===== config.mk =====
export PLATFORM = sky130hd
export DESIGN_NAME = morse_filter_top
export DESIGN_NICKNAME = d
export VERILOG_FILES = /design/src/rtl/stream_pkg.sv /design/src/rtl/filter_pkg.sv /design/src/rtl/serial_sample_rx.sv /design/src/rtl/fir_mac.sv /design/src/rtl/serial_result_tx.sv /design/src/rtl/morse_level_detect.sv /design/src/rtl/morse_filter_top.sv
export VERILOG_INCLUDE_DIRS = /design/src /design/src/rtl
export SDC_FILE = /design/constraint.sdc
export NUM_CORES = 1
export LEC_CHECK = 0
export BUFFER_PORTS_ARGS = -buffer_cell sky130_fd_sc_hd__buf_2
export CORE_MARGIN = 10
export CORE_UTILIZATION = 30
export DETAILED_ROUTE_END_ITERATION = 16
export PLACE_DENSITY = 0.54
export RECOVER_POWER = 25
export SYNTH_ARGS = -nofsm -noshare
export SYNTH_HDL_FRONTEND = slang
export SYNTH_HIERARCHICAL = 1
export SYNTH_SLANG_ARGS = --single-unit
export TNS_END_PERCENT = 100

===== constraint.sdc =====
create_clock -name clk -period 3.4 [get_ports clk]
set_input_delay 0.85 -clock clk [delete_from_list [all_inputs] [get_ports clk]]
set_output_delay 0.85 -clock clk [all_outputs]
set_load 0.01 [all_outputs]

===== src/rtl/dsp_settings.svh =====
////////////////////////////////////////
// shared settings for the morse filter
// sample and coefficient widths, tap count,
// scaling shift and morse decision windows
////////////////////////////////////////

`ifndef DSP_SETTINGS_SVH
`define DSP_SETTINGS_SVH

// width of one serial sample and of one filtered result
`define SAMPLE_BITS 16

// filter length and coefficient format
`define NUM_TAPS 16
`define COEF_BITS 16

// the coefficients are Q15, so the sum is shifted back by 15
`define COEF_FRAC 15

// 32 bit products summed over 16 taps need 36 bits plus some headroom
`define ACC_BITS 40

// inclusive level windows on the filtered value
`define DASH_LO 90
`define DASH_HI 110
`define DOT_LO 40
`define DOT_HI 60

`endif


===== src/rtl/fir_coeffs.hex =====
// one signed Q15 coefficient per line in hex, tap 0 (newest sample) first
FE00
FC00
FD00
0300
0900
1000
1300
1A00
1A00
1300
1000
0900
0300
FD00
FC00
FE00

===== src/rtl/stream_pkg.sv =====
////////////////////////////////////////
// stream types between the blocks
// sample word and the beats that carry
// samples and filtered results
////////////////////////////////////////

`include "dsp_settings.svh"

package stream_pkg;

	// one signed sample word, also the width of a filtered result
	typedef logic signed [`SAMPLE_BITS-1:0] sample_t;

	////////////////////////////////////////
	// beats
	////////////////////////////////////////

	// deserialized sample toward the filter
	// valid is a single cycle pulse
	typedef struct packed
	{
		logic    valid;
		sample_t data;
	} sample_beat_t;

	// filtered value toward the serializer and the detector
	// valid is a single cycle pulse
	typedef struct packed
	{
		logic    valid;
		sample_t data;
	} result_beat_t;

endpackage


===== src/rtl/filter_pkg.sv =====
////////////////////////////////////////
// filter arithmetic types
// coefficient, product, accumulator,
// tap index and coefficient file name
////////////////////////////////////////

`include "dsp_settings.svh"

package filter_pkg;

	// signed Q15 coefficient as stored in the hex file
	typedef logic signed [`COEF_BITS-1:0] coef_t;

	// full precision coefficient times sample
	typedef logic signed [`COEF_BITS+`SAMPLE_BITS-1:0] product_t;

	// running sum over all taps
	typedef logic signed [`ACC_BITS-1:0] acc_t;

	////////////////////////////////////////
	// tap addressing
	////////////////////////////////////////

	localparam int TAP_BITS = $clog2(`NUM_TAPS);

	typedef logic [TAP_BITS-1:0] tap_index_t;

	// one hex word per line, tap 0 first
	// tap 0 weights the newest sample
	localparam string COEF_FILE = "/design/src/rtl/fir_coeffs.hex";

endpackage


===== src/rtl/serial_sample_rx.sv =====
////////////////////////////////////////
// serial sample receiver
// shifts in strobed bits msb first and
// emits a sample beat when the strobe drops
////////////////////////////////////////

`timescale 1ns/1ps
`include "dsp_settings.svh"

module serial_sample_rx
	import stream_pkg::*;
(
	input  logic         clk,
	input  logic         reset,
	input  logic         sample_strobe,
	input  logic         sample_bit,
	output sample_beat_t sample_out
);

	// one count past a full sample marks an overlong burst
	localparam int CNT_BITS = $clog2(`SAMPLE_BITS + 2);
	localparam logic [CNT_BITS-1:0] FULL_COUNT = CNT_BITS'(`SAMPLE_BITS);
	localparam logic [CNT_BITS-1:0] OVER_COUNT = CNT_BITS'(`SAMPLE_BITS + 1);

	logic [CNT_BITS-1:0] bit_count;
	sample_t             shift_q;

	////////////////////////////////////////
	// bit counter
	////////////////////////////////////////

	always_ff @(posedge clk or negedge reset)
	begin
		if (!reset)
		begin
			bit_count <= '0;
		end
		else if (sample_strobe)
		begin
			// stick at the overflow value so a long burst never wraps to full
			if (bit_count != OVER_COUNT)
			begin
				bit_count <= bit_count + 1'b1;
			end
		end
		else
		begin
			bit_count <= '0;
		end
	end

	// sample shift register, msb arrives first
	always_ff @(posedge clk)
	begin
		if (sample_strobe)
		begin
			shift_q <= {shift_q[`SAMPLE_BITS-2:0], sample_bit};
		end
	end

	////////////////////////////////////////
	// beat output
	////////////////////////////////////////

	// valid only in the first low cycle, the count clears right after
	always_comb
	begin
		sample_out.valid = !sample_strobe && (bit_count == FULL_COUNT);
		sample_out.data  = shift_q;
	end

endmodule


===== src/rtl/fir_mac.sv =====
////////////////////////////////////////
// sequential fir filter
// delay line, coefficient rom, one shared
// multiplier, scaling and saturation
////////////////////////////////////////

`timescale 1ns/1ps
`include "dsp_settings.svh"

module fir_mac
	import stream_pkg::*;
	import filter_pkg::*;
(
	input  logic         clk,
	input  logic         reset,
	input  sample_beat_t sample_in,
	output result_beat_t result_out
);

	localparam acc_t SAT_MAX = acc_t'((1 <<< (`SAMPLE_BITS - 1)) - 1);
	localparam acc_t SAT_MIN = -SAT_MAX - acc_t'(1);
	localparam tap_index_t LAST_TAP = tap_index_t'(`NUM_TAPS - 1);

	coef_t      coef_rom [`NUM_TAPS];
	sample_t    delay_line [`NUM_TAPS];
	tap_index_t tap;
	logic       busy;
	logic       done;
	acc_t       acc;
	product_t   product;
	acc_t       scaled;

	initial
	begin
		$readmemh(COEF_FILE, coef_rom);
	end

	////////////////////////////////////////
	// delay line
	////////////////////////////////////////

	// newest sample lands in position 0
	always_ff @(posedge clk or negedge reset)
	begin
		if (!reset)
		begin
			for (int i = 0; i < `NUM_TAPS; i++)
			begin
				delay_line[i] <= '0;
			end
		end
		else if (sample_in.valid)
		begin
			delay_line[0] <= sample_in.data;
			for (int i = 1; i < `NUM_TAPS; i++)
			begin
				delay_line[i] <= delay_line[i-1];
			end
		end
	end

	////////////////////////////////////////
	// multiply accumulate
	////////////////////////////////////////

	// coefficient k always meets delay position k
	assign product = product_t'(coef_rom[tap]) * product_t'(delay_line[tap]);

	// one tap per cycle and done flags the cycle after the last add
	always_ff @(posedge clk or negedge reset)
	begin
		if (!reset)
		begin
			busy <= 1'b0;
			done <= 1'b0;
			tap  <= '0;
			acc  <= '0;
		end
		else
		begin
			done <= 1'b0;
			if (sample_in.valid)
			begin
				busy <= 1'b1;
				tap  <= '0;
				acc  <= '0;
			end
			else if (busy)
			begin
				acc <= acc + acc_t'(product);
				tap <= tap + 1'b1;
				if (tap == LAST_TAP)
				begin
					busy <= 1'b0;
					done <= 1'b1;
				end
			end
		end
	end

	////////////////////////////////////////
	// scaling and saturation
	////////////////////////////////////////

	assign scaled = acc >>> `COEF_FRAC;

	always_comb
	begin
		result_out.valid = done;
		if (scaled > SAT_MAX)
		begin
			result_out.data = sample_t'(SAT_MAX);
		end
		else if (scaled < SAT_MIN)
		begin
			result_out.data = sample_t'(SAT_MIN);
		end
		else
		begin
			result_out.data = sample_t'(scaled);
		end
	end

	// the receiver must leave a whole pass between samples
	a_no_overlap: assert property (@(posedge clk) disable iff (!reset)
		sample_in.valid |-> !busy);

endmodule


===== src/rtl/serial_result_tx.sv =====
////////////////////////////////////////
// serial result transmitter
// shifts a filtered value out lsb first
// with one clk_out toggle per bit
////////////////////////////////////////

`timescale 1ns/1ps
`include "dsp_settings.svh"

module serial_result_tx
	import stream_pkg::*;
(
	input  logic         clk,
	input  logic         reset,
	input  result_beat_t result_in,
	output logic         data_out,
	output logic         clk_out
);

	localparam int CNT_BITS = $clog2(`SAMPLE_BITS + 1);
	localparam logic [CNT_BITS-1:0] LOAD_COUNT = CNT_BITS'(`SAMPLE_BITS - 1);

	logic [CNT_BITS-1:0]     bits_left;
	logic [`SAMPLE_BITS-1:0] shift_q;

	////////////////////////////////////////
	// bit sequencing
	////////////////////////////////////////

	// bit 0 goes out with the load, the rest follow one per cycle
	always_ff @(posedge clk or negedge reset)
	begin
		if (!reset)
		begin
			bits_left <= '0;
			data_out  <= 1'b0;
			clk_out   <= 1'b0;
		end
		else if (result_in.valid)
		begin
			bits_left <= LOAD_COUNT;
			data_out  <= result_in.data[0];
			clk_out   <= ~clk_out;
		end
		else if (bits_left != '0)
		begin
			bits_left <= bits_left - 1'b1;
			data_out  <= shift_q[0];
			clk_out   <= ~clk_out;
		end
	end

	// remaining bits, next one always in position 0
	always_ff @(posedge clk)
	begin
		if (result_in.valid)
		begin
			shift_q <= result_in.data >> 1;
		end
		else if (bits_left != '0)
		begin
			shift_q <= shift_q >> 1;
		end
	end

	// the filter may not finish a pass while a word is still going out
	a_no_overrun: assert property (@(posedge clk) disable iff (!reset)
		result_in.valid |-> (bits_left == '0));

endmodule


===== src/rtl/morse_level_detect.sv =====
////////////////////////////////////////
// morse level detector
// dash window sets, dot window clears
////////////////////////////////////////

`timescale 1ns/1ps
`include "dsp_settings.svh"

module morse_level_detect
	import stream_pkg::*;
(
	input  logic         clk,
	input  logic         reset,
	input  result_beat_t result_in,
	output logic         dash_led
);

	logic in_dash;
	logic in_dot;

	// inclusive window compares on the signed result
	assign in_dash = (result_in.data >= `DASH_LO) && (result_in.data <= `DASH_HI);
	assign in_dot  = (result_in.data >= `DOT_LO) && (result_in.data <= `DOT_HI);

	// values outside both windows leave the indicator alone
	always_ff @(posedge clk or negedge reset)
	begin
		if (!reset)
		begin
			dash_led <= 1'b0;
		end
		else if (result_in.valid)
		begin
			if (in_dash)
			begin
				dash_led <= 1'b1;
			end
			else if (in_dot)
			begin
				dash_led <= 1'b0;
			end
		end
	end

endmodule


===== src/rtl/morse_filter_top.sv =====
////////////////////////////////////////
// morse filter front end top level
// receiver, fir, transmitter, detector
////////////////////////////////////////

`timescale 1ns/1ps

module morse_filter_top
	import stream_pkg::*;
(
	input  logic clk,
	input  logic reset,
	input  logic sample_strobe,
	input  logic sample_bit,
	output logic data_out,
	output logic clk_out,
	output logic dash_led
);

	sample_beat_t sample_beat;
	result_beat_t result_beat;

	// serial input to sample words
	serial_sample_rx serial_sample_rx_i (
		.clk           (clk),
		.reset         (reset),
		.sample_strobe (sample_strobe),
		.sample_bit    (sample_bit),
		.sample_out    (sample_beat)
	);

	fir_mac fir_mac_i (
		.clk        (clk),
		.reset      (reset),
		.sample_in  (sample_beat),
		.result_out (result_beat)
	);

	// both consumers see the same result beat
	serial_result_tx serial_result_tx_i (
		.clk       (clk),
		.reset     (reset),
		.result_in (result_beat),
		.data_out  (data_out),
		.clk_out   (clk_out)
	);

	morse_level_detect morse_level_detect_i (
		.clk       (clk),
		.reset     (reset),
		.result_in (result_beat),
		.dash_led  (dash_led)
	);

endmodule


# Word-level counts from Yosys, hierarchy flattened
# Index checks and enable logic that the tools add are counted.
# classes
n_addsub,4
mul,1
n_lt_le_gt_ge,7
eq_ne,4
muxes,27
bitwise,2
reduce_logical,9
# op_table
operator,count
two-way mux 40 bit,2
binary-select mux 16 bit (select 4 bit),1
two-way mux 16 bit,4
adder 40 x 32 -> 40 bit,1
"multiplier 16 x 16 -> 32 bit, first input constant",1
two-way mux 15 bit,2
"> comparator 25 x 16 -> 1 bit, second input constant",1
"< comparator 25 x 16 -> 1 bit, second input constant",1
two-way mux 5 bit,4
">= comparator 16 x 7 -> 1 bit, second input constant",1
">= comparator 16 x 8 -> 1 bit, second input constant",1
"less-or-equal comparator 16 x 7 -> 1 bit, second input constant",1
"less-or-equal comparator 16 x 8 -> 1 bit, second input constant",1
two-way mux 1 bit,12
two-way mux 4 bit,2
nonzero test 2 bit,3
"adder 5 x 1 -> 5 bit, second input constant",1
"== test 5 bit, second input constant",1
">= comparator 5 bit, second input constant",1
"inequality test 5 bit, second input constant",1
NOT 4 -> 5 bit,1
nonzero test 5 bit,1
"subtractor 5 x 1 -> 5 bit, second input constant",1
"adder 4 x 1 -> 4 bit, second input constant",1
other kinds (6),8
# word_totals
reg_bits,346
in_bits,4
output_inout_bits,3
word_cells,81

# Depth between registers and ports, before layout
# logic_depth
ltp_word,8
ltp_mapped,6
ltp_nobuf,6

# Modules after synthesis
# Netlist, hierarchy kept.
# by_module_without_submodules
module,n_inst,cells_per_inst,area_per_inst_um2,seq_area_each_um2
serial_result_tx,1,61,957.2,625.6
serial_sample_rx,1,43,762.0,605.6
fir_mac,1,41,411.6,150.1
morse_level_detect,1,14,126.4,25.0

# Least setup slack after synthesis
# No wires, ideal clock.
# synth_path
path_type,input port to flip-flop
start,input sample_strobe
end,register fir_mac_i.tap[3]
setup_time_ps,128
t_arrival_ps,1841
required_time_ps,3272
setup_slack_ps,1431
path_stages,3
n_path_buf,0
path_cell_list,nor4_1 > nor2b_1 > mux2_1
# synth_via
elab_chain_cells,3
elab_cells_between_ends,4
classes_between,mux: 1; reduce/logical: 3
# synth_lines
item,line_no,source
"start, declared",morse_filter_top.sv:13,"input logic sample_strobe,"
logical NOT 1 bit (*),serial_sample_rx.sv:68,sample_out.valid = !sample_strobe && (bit_count == FULL_COUNT);
logical AND 1 bit (*),serial_sample_rx.sv:68,
two-way mux 4 bit / nonzero test 2 bit (equally long branches),n/a,
"end signal, assigned",fir_mac.sv:91,tap <= tap + 1'b1;
"end, declared",fir_mac.sv:26,tap_index_t tap;
# Mark *: on every way between the ends. The rest lies on a longest branch, timed or not.
# A chain may end at the register's enable or synchronous reset.

# Final worst setup path
# layout_path
start,register serial_result_tx_i.bits_left[0]
end,register serial_result_tx_i.clk_out
# layout_via
elab_chain_cells,2
# layout_lines
item,line_no,source
"start, declared",serial_result_tx.sv:23,logic [CNT_BITS-1:0] bits_left;
"start signal, assigned",serial_result_tx.sv:47,bits_left <= bits_left - 1'b1;
nonzero test 5 bit,serial_result_tx.sv:45,else if (bits_left != '0)
nonzero test 2 bit (no line),n/a,
"end signal, assigned",serial_result_tx.sv:43,clk_out <= ~clk_out;
"end signal, assigned",serial_result_tx.sv:49,clk_out <= ~clk_out;
"end, declared",serial_result_tx.sv:17,output logic clk_out
# Every way passes these cells.

==> summary.md <==
| Metric | Value |
|---|---|
| Kind of end point of the critical path | flip-flop |
| Clock root cell | sky130_fd_sc_hd__clkbuf_8 |
| Combinational fraction of design power | 23.9% |
| Number of buffers inserted during clock tree synthesis | 5 |
| Number of antenna diodes | 0 |
| Crit path DAT | 2.24 ns |
| Combined area of the multi-input logic cells | 737 sq um |
| Launching instance or port of the critical path | serial_result_tx_i/bits_left[0]$_DFFE_PN0P_ |
| Clock latency at the later pin of the worst-skew pair | 0.28 ns |
| Count of final hold-check violations | 0 |
| Via Count | 1008 |
| Clock Pin Slew Worst Setup and Hold Paths | 0.07 ns |
| Area overhead of the layout relative to synthesis | 8.24% |
| Power density of the placed cells | 735 mW/mm^2 |
| Sinks on Clock Net | 34 |
| Worst vdd rail ir drop | 328 uV |
| Internal power | 1010 uW |
| Global route total overflow | 0 |
| Chip width | 97.0 um |
| Register-to-Register Path Depth | 5 |
| Global-route total usage across every layer | 6.26% |
| Number of nets with antenna violations after detailed routing | 0 |
| Fraction of layout cells with a size suffix above 1 | 22.2% |
| Total standard cell area after synthesis | 0.00178 sq mm |
| Result of the run | completed |
| Setup skew after layout | 0.00631 ns |
| Util after Layout | 34.1% |
| Post-Syn Instances | 143 |
| Initial Utilization | 31.5% |
| Number of buffers inserted by hold repair at cts | 0 |
| Port Buffers | 5 |
| Drt first-iter violations | 31 |
| Share of the clock period used by the worst path after layout | 61.9% |
| PostCTS Resize Cnt | 0 |
| Number of endpoints failing setup at the final stage | 0 |
| Die outline height | 97.0 um |
| CP Class | reg -> reg |
| Mean instance size in the synthesized netlist | 12.4 sq um |
| Count of nets after finishing | 161 |
| Final total power | 1410 uW |
| Hold-critical path depth | 1 |
| Via count of the first global-routing pass | 1095 |
| Post-detailed-route wirelength per cell | 12.4 um |
| Max FO, Critical Path | 16 |
| Minimum setup slack in the final design | 1.29 ns |
| Sequential cell fraction of total power | 50.4% |
| # Post-CTS Setup Buffers | 0 |
| Number of antenna violations at the first check in global routing | 0 |
| Final estimated routing congestion in global placement | 0.656 |
| Measured slew at the worst slew-check pin | 1.08 ns |
| Worst EP required | 3.53 ns |
| Final sum of negative setup slack | 0 ns |
| Length of the first detailed-routing pass in iterations | 4 |
| Worst slack after detailed placement | 1.28 ns |
| Worst min-delay path class | reg -> reg |
| Final Max Slew Viols | 0 |
| Register area | 926 sq um |
| Sw frac | 28.5% |
| Routed wire length | 2790 um |
| Unrepaired setup endpoints after global routing | false |
| Post-route DRC | 0 |
| Clock tree from TritonCTS | done |
| Proportion of power drawn by the clock network | 25.8% |
| Post-layout minimum cycle time | 2.11 ns |
| P_leak | 0.000800 uW |
| Vias per std cell | 4.48 |
| Half-perimeter wire length after detailed placement | 1970 um |
| H-Tree Level Count | 2 |
| Top-Level Pins | 7 |
| Normalized max-slew margin | 28.2% |
| Maximum buffer depth of the clock tree | 2 |
| Area of the die | 0.00940 sq mm |
| Start point of the worst min-delay path | serial_result_tx_i/clk_out$_DFFE_PN0P_ |
| Count of filler cells inserted in the layout | 554 |
| Maximum operating frequency | 475 MHz |
| Critical Path Source Type | flip-flop |
| Std cell rows | 27 |
| Reg-to-Reg Start | serial_result_tx_i/bits_left[0]$_DFFE_PN0P_ |
| Global-route wire length before repair | 4940 um |
| Max Cap Viol | 0 |
| Std-Cell Core Area | 0.00564 sq mm |
| Total of warnings raised by yosys | 6 |
| Largest net degree at the start of global routing | 25 |
| Net switching power | 403 uW |
## registers in the layout, summed over array words and instances (netlist names)
register,count
serial_result_tx_i/data_out,1
serial_result_tx_i/bits_left,5
fir_mac_i/busy,1
serial_result_tx_i/shift_q,15
serial_sample_rx_i/bit_count,5
serial_result_tx_i/clk_out,1
morse_level_detect_i/dash_led,1
fir_mac_i/done,1
fir_mac_i/tap,4
## power groups by stage
stage	clock, uW	combinational [uW]	sequential, uW
5_1_grt	397	388	732
2_1_floorplan	0	294	694
3_3_place_gp	0	319	707
3_5_place_dp	0	340	723
6_report	364	338	712
4_1_cts	376	344	714
## final timing paths
path	endpoint	slack, ns
worst max-delay path	serial_result_tx_i/clk_out$_DFFE_PN0P_	1.29
worst min-delay path	serial_result_tx_i/clk_out$_DFFE_PN0P_	0.51
worst max register to register	serial_result_tx_i/clk_out$_DFFE_PN0P_	1.29
worst min register to register	serial_result_tx_i/clk_out$_DFFE_PN0P_	0.51
max in group asynchronous	fir_mac_i/tap[1]$_DFFE_PN0P_	2.01
min in group asynchronous	serial_sample_rx_i/bit_count[1]$_DFFE_PN0P_	0.74
## final cells by class
| type | instances | area share (%) |
|---|---|---|
| Tap cell | 72 | 4.68 |
| Clock inverter | 3 | 2.08 |
| Sequential cell | 34 | 48.1 |
| Clock buffer | 5 | 3.58 |
| Multi-Input combinational cell | 98 | 38.3 |
| Inverter | 6 | 1.17 |
| Timing Repair Buffer | 7 | 2.02 |
## worst max-delay path: stages, from the launching register on
cell and delay (ns):
sky130_fd_sc_hd__dfrtp_1 0.37, sky130_fd_sc_hd__inv_1 0.09, sky130_fd_sc_hd__ha_1 0.20, sky130_fd_sc_hd__nor4b_4 0.44
sky130_fd_sc_hd__nand2b_1 0.55, sky130_fd_sc_hd__xor2_1 0.30
## cells in the final DEF, fill, tap and decap left out, types with 2 or more instances in the layout
cell type	n
sky130_fd_sc_hd__clkbuf_8	5
sky130_fd_sc_hd__nor2_1	7
sky130_fd_sc_hd__o2111ai_1	2
sky130_fd_sc_hd__mux2i_1	3
sky130_fd_sc_hd__o21ai_1	2
sky130_fd_sc_hd__buf_2	4
sky130_fd_sc_hd__buf_4	2
sky130_fd_sc_hd__and2_1	3
sky130_fd_sc_hd__clkinv_2	2
sky130_fd_sc_hd__ha_1	5
sky130_fd_sc_hd__mux2_2	13
sky130_fd_sc_hd__nand2_1	3
sky130_fd_sc_hd__nand2b_1	4
sky130_fd_sc_hd__dfrtp_1	19
sky130_fd_sc_hd__inv_1	6
sky130_fd_sc_hd__xor2_1	2
sky130_fd_sc_hd__conb_1	16
sky130_fd_sc_hd__nor4_2	2
sky130_fd_sc_hd__xnor2_1	5
sky130_fd_sc_hd__nand3_1	4
sky130_fd_sc_hd__edfxtp_1	15
sky130_fd_sc_hd__nor2b_1	2
sky130_fd_sc_hd__mux2_1	2
sky130_fd_sc_hd__a21oi_1	4
sky130_fd_sc_hd__o21ai_0	2
## per-stage QoR
stage	instances	instance area [sq um]	hold WS, ns
2_1_floorplan	158	1830	0.496
3_3_place_gp	217	1820	0.481
3_5_place_dp	217	1820	0.498
4_1_cts	225	1920	0.518
5_1_grt	225	1920	0.539
6_report	225	1920	0.512
## per-layer routing
layer | wire [um] | track usage, %
met5 | 0 | 0
met4 | 44 | 3.04
met3 | 90 | 2.20
met2 | 1300 | 10.0
met1 | 1350 | 7.23
Power figures use the tool's default switching activity.
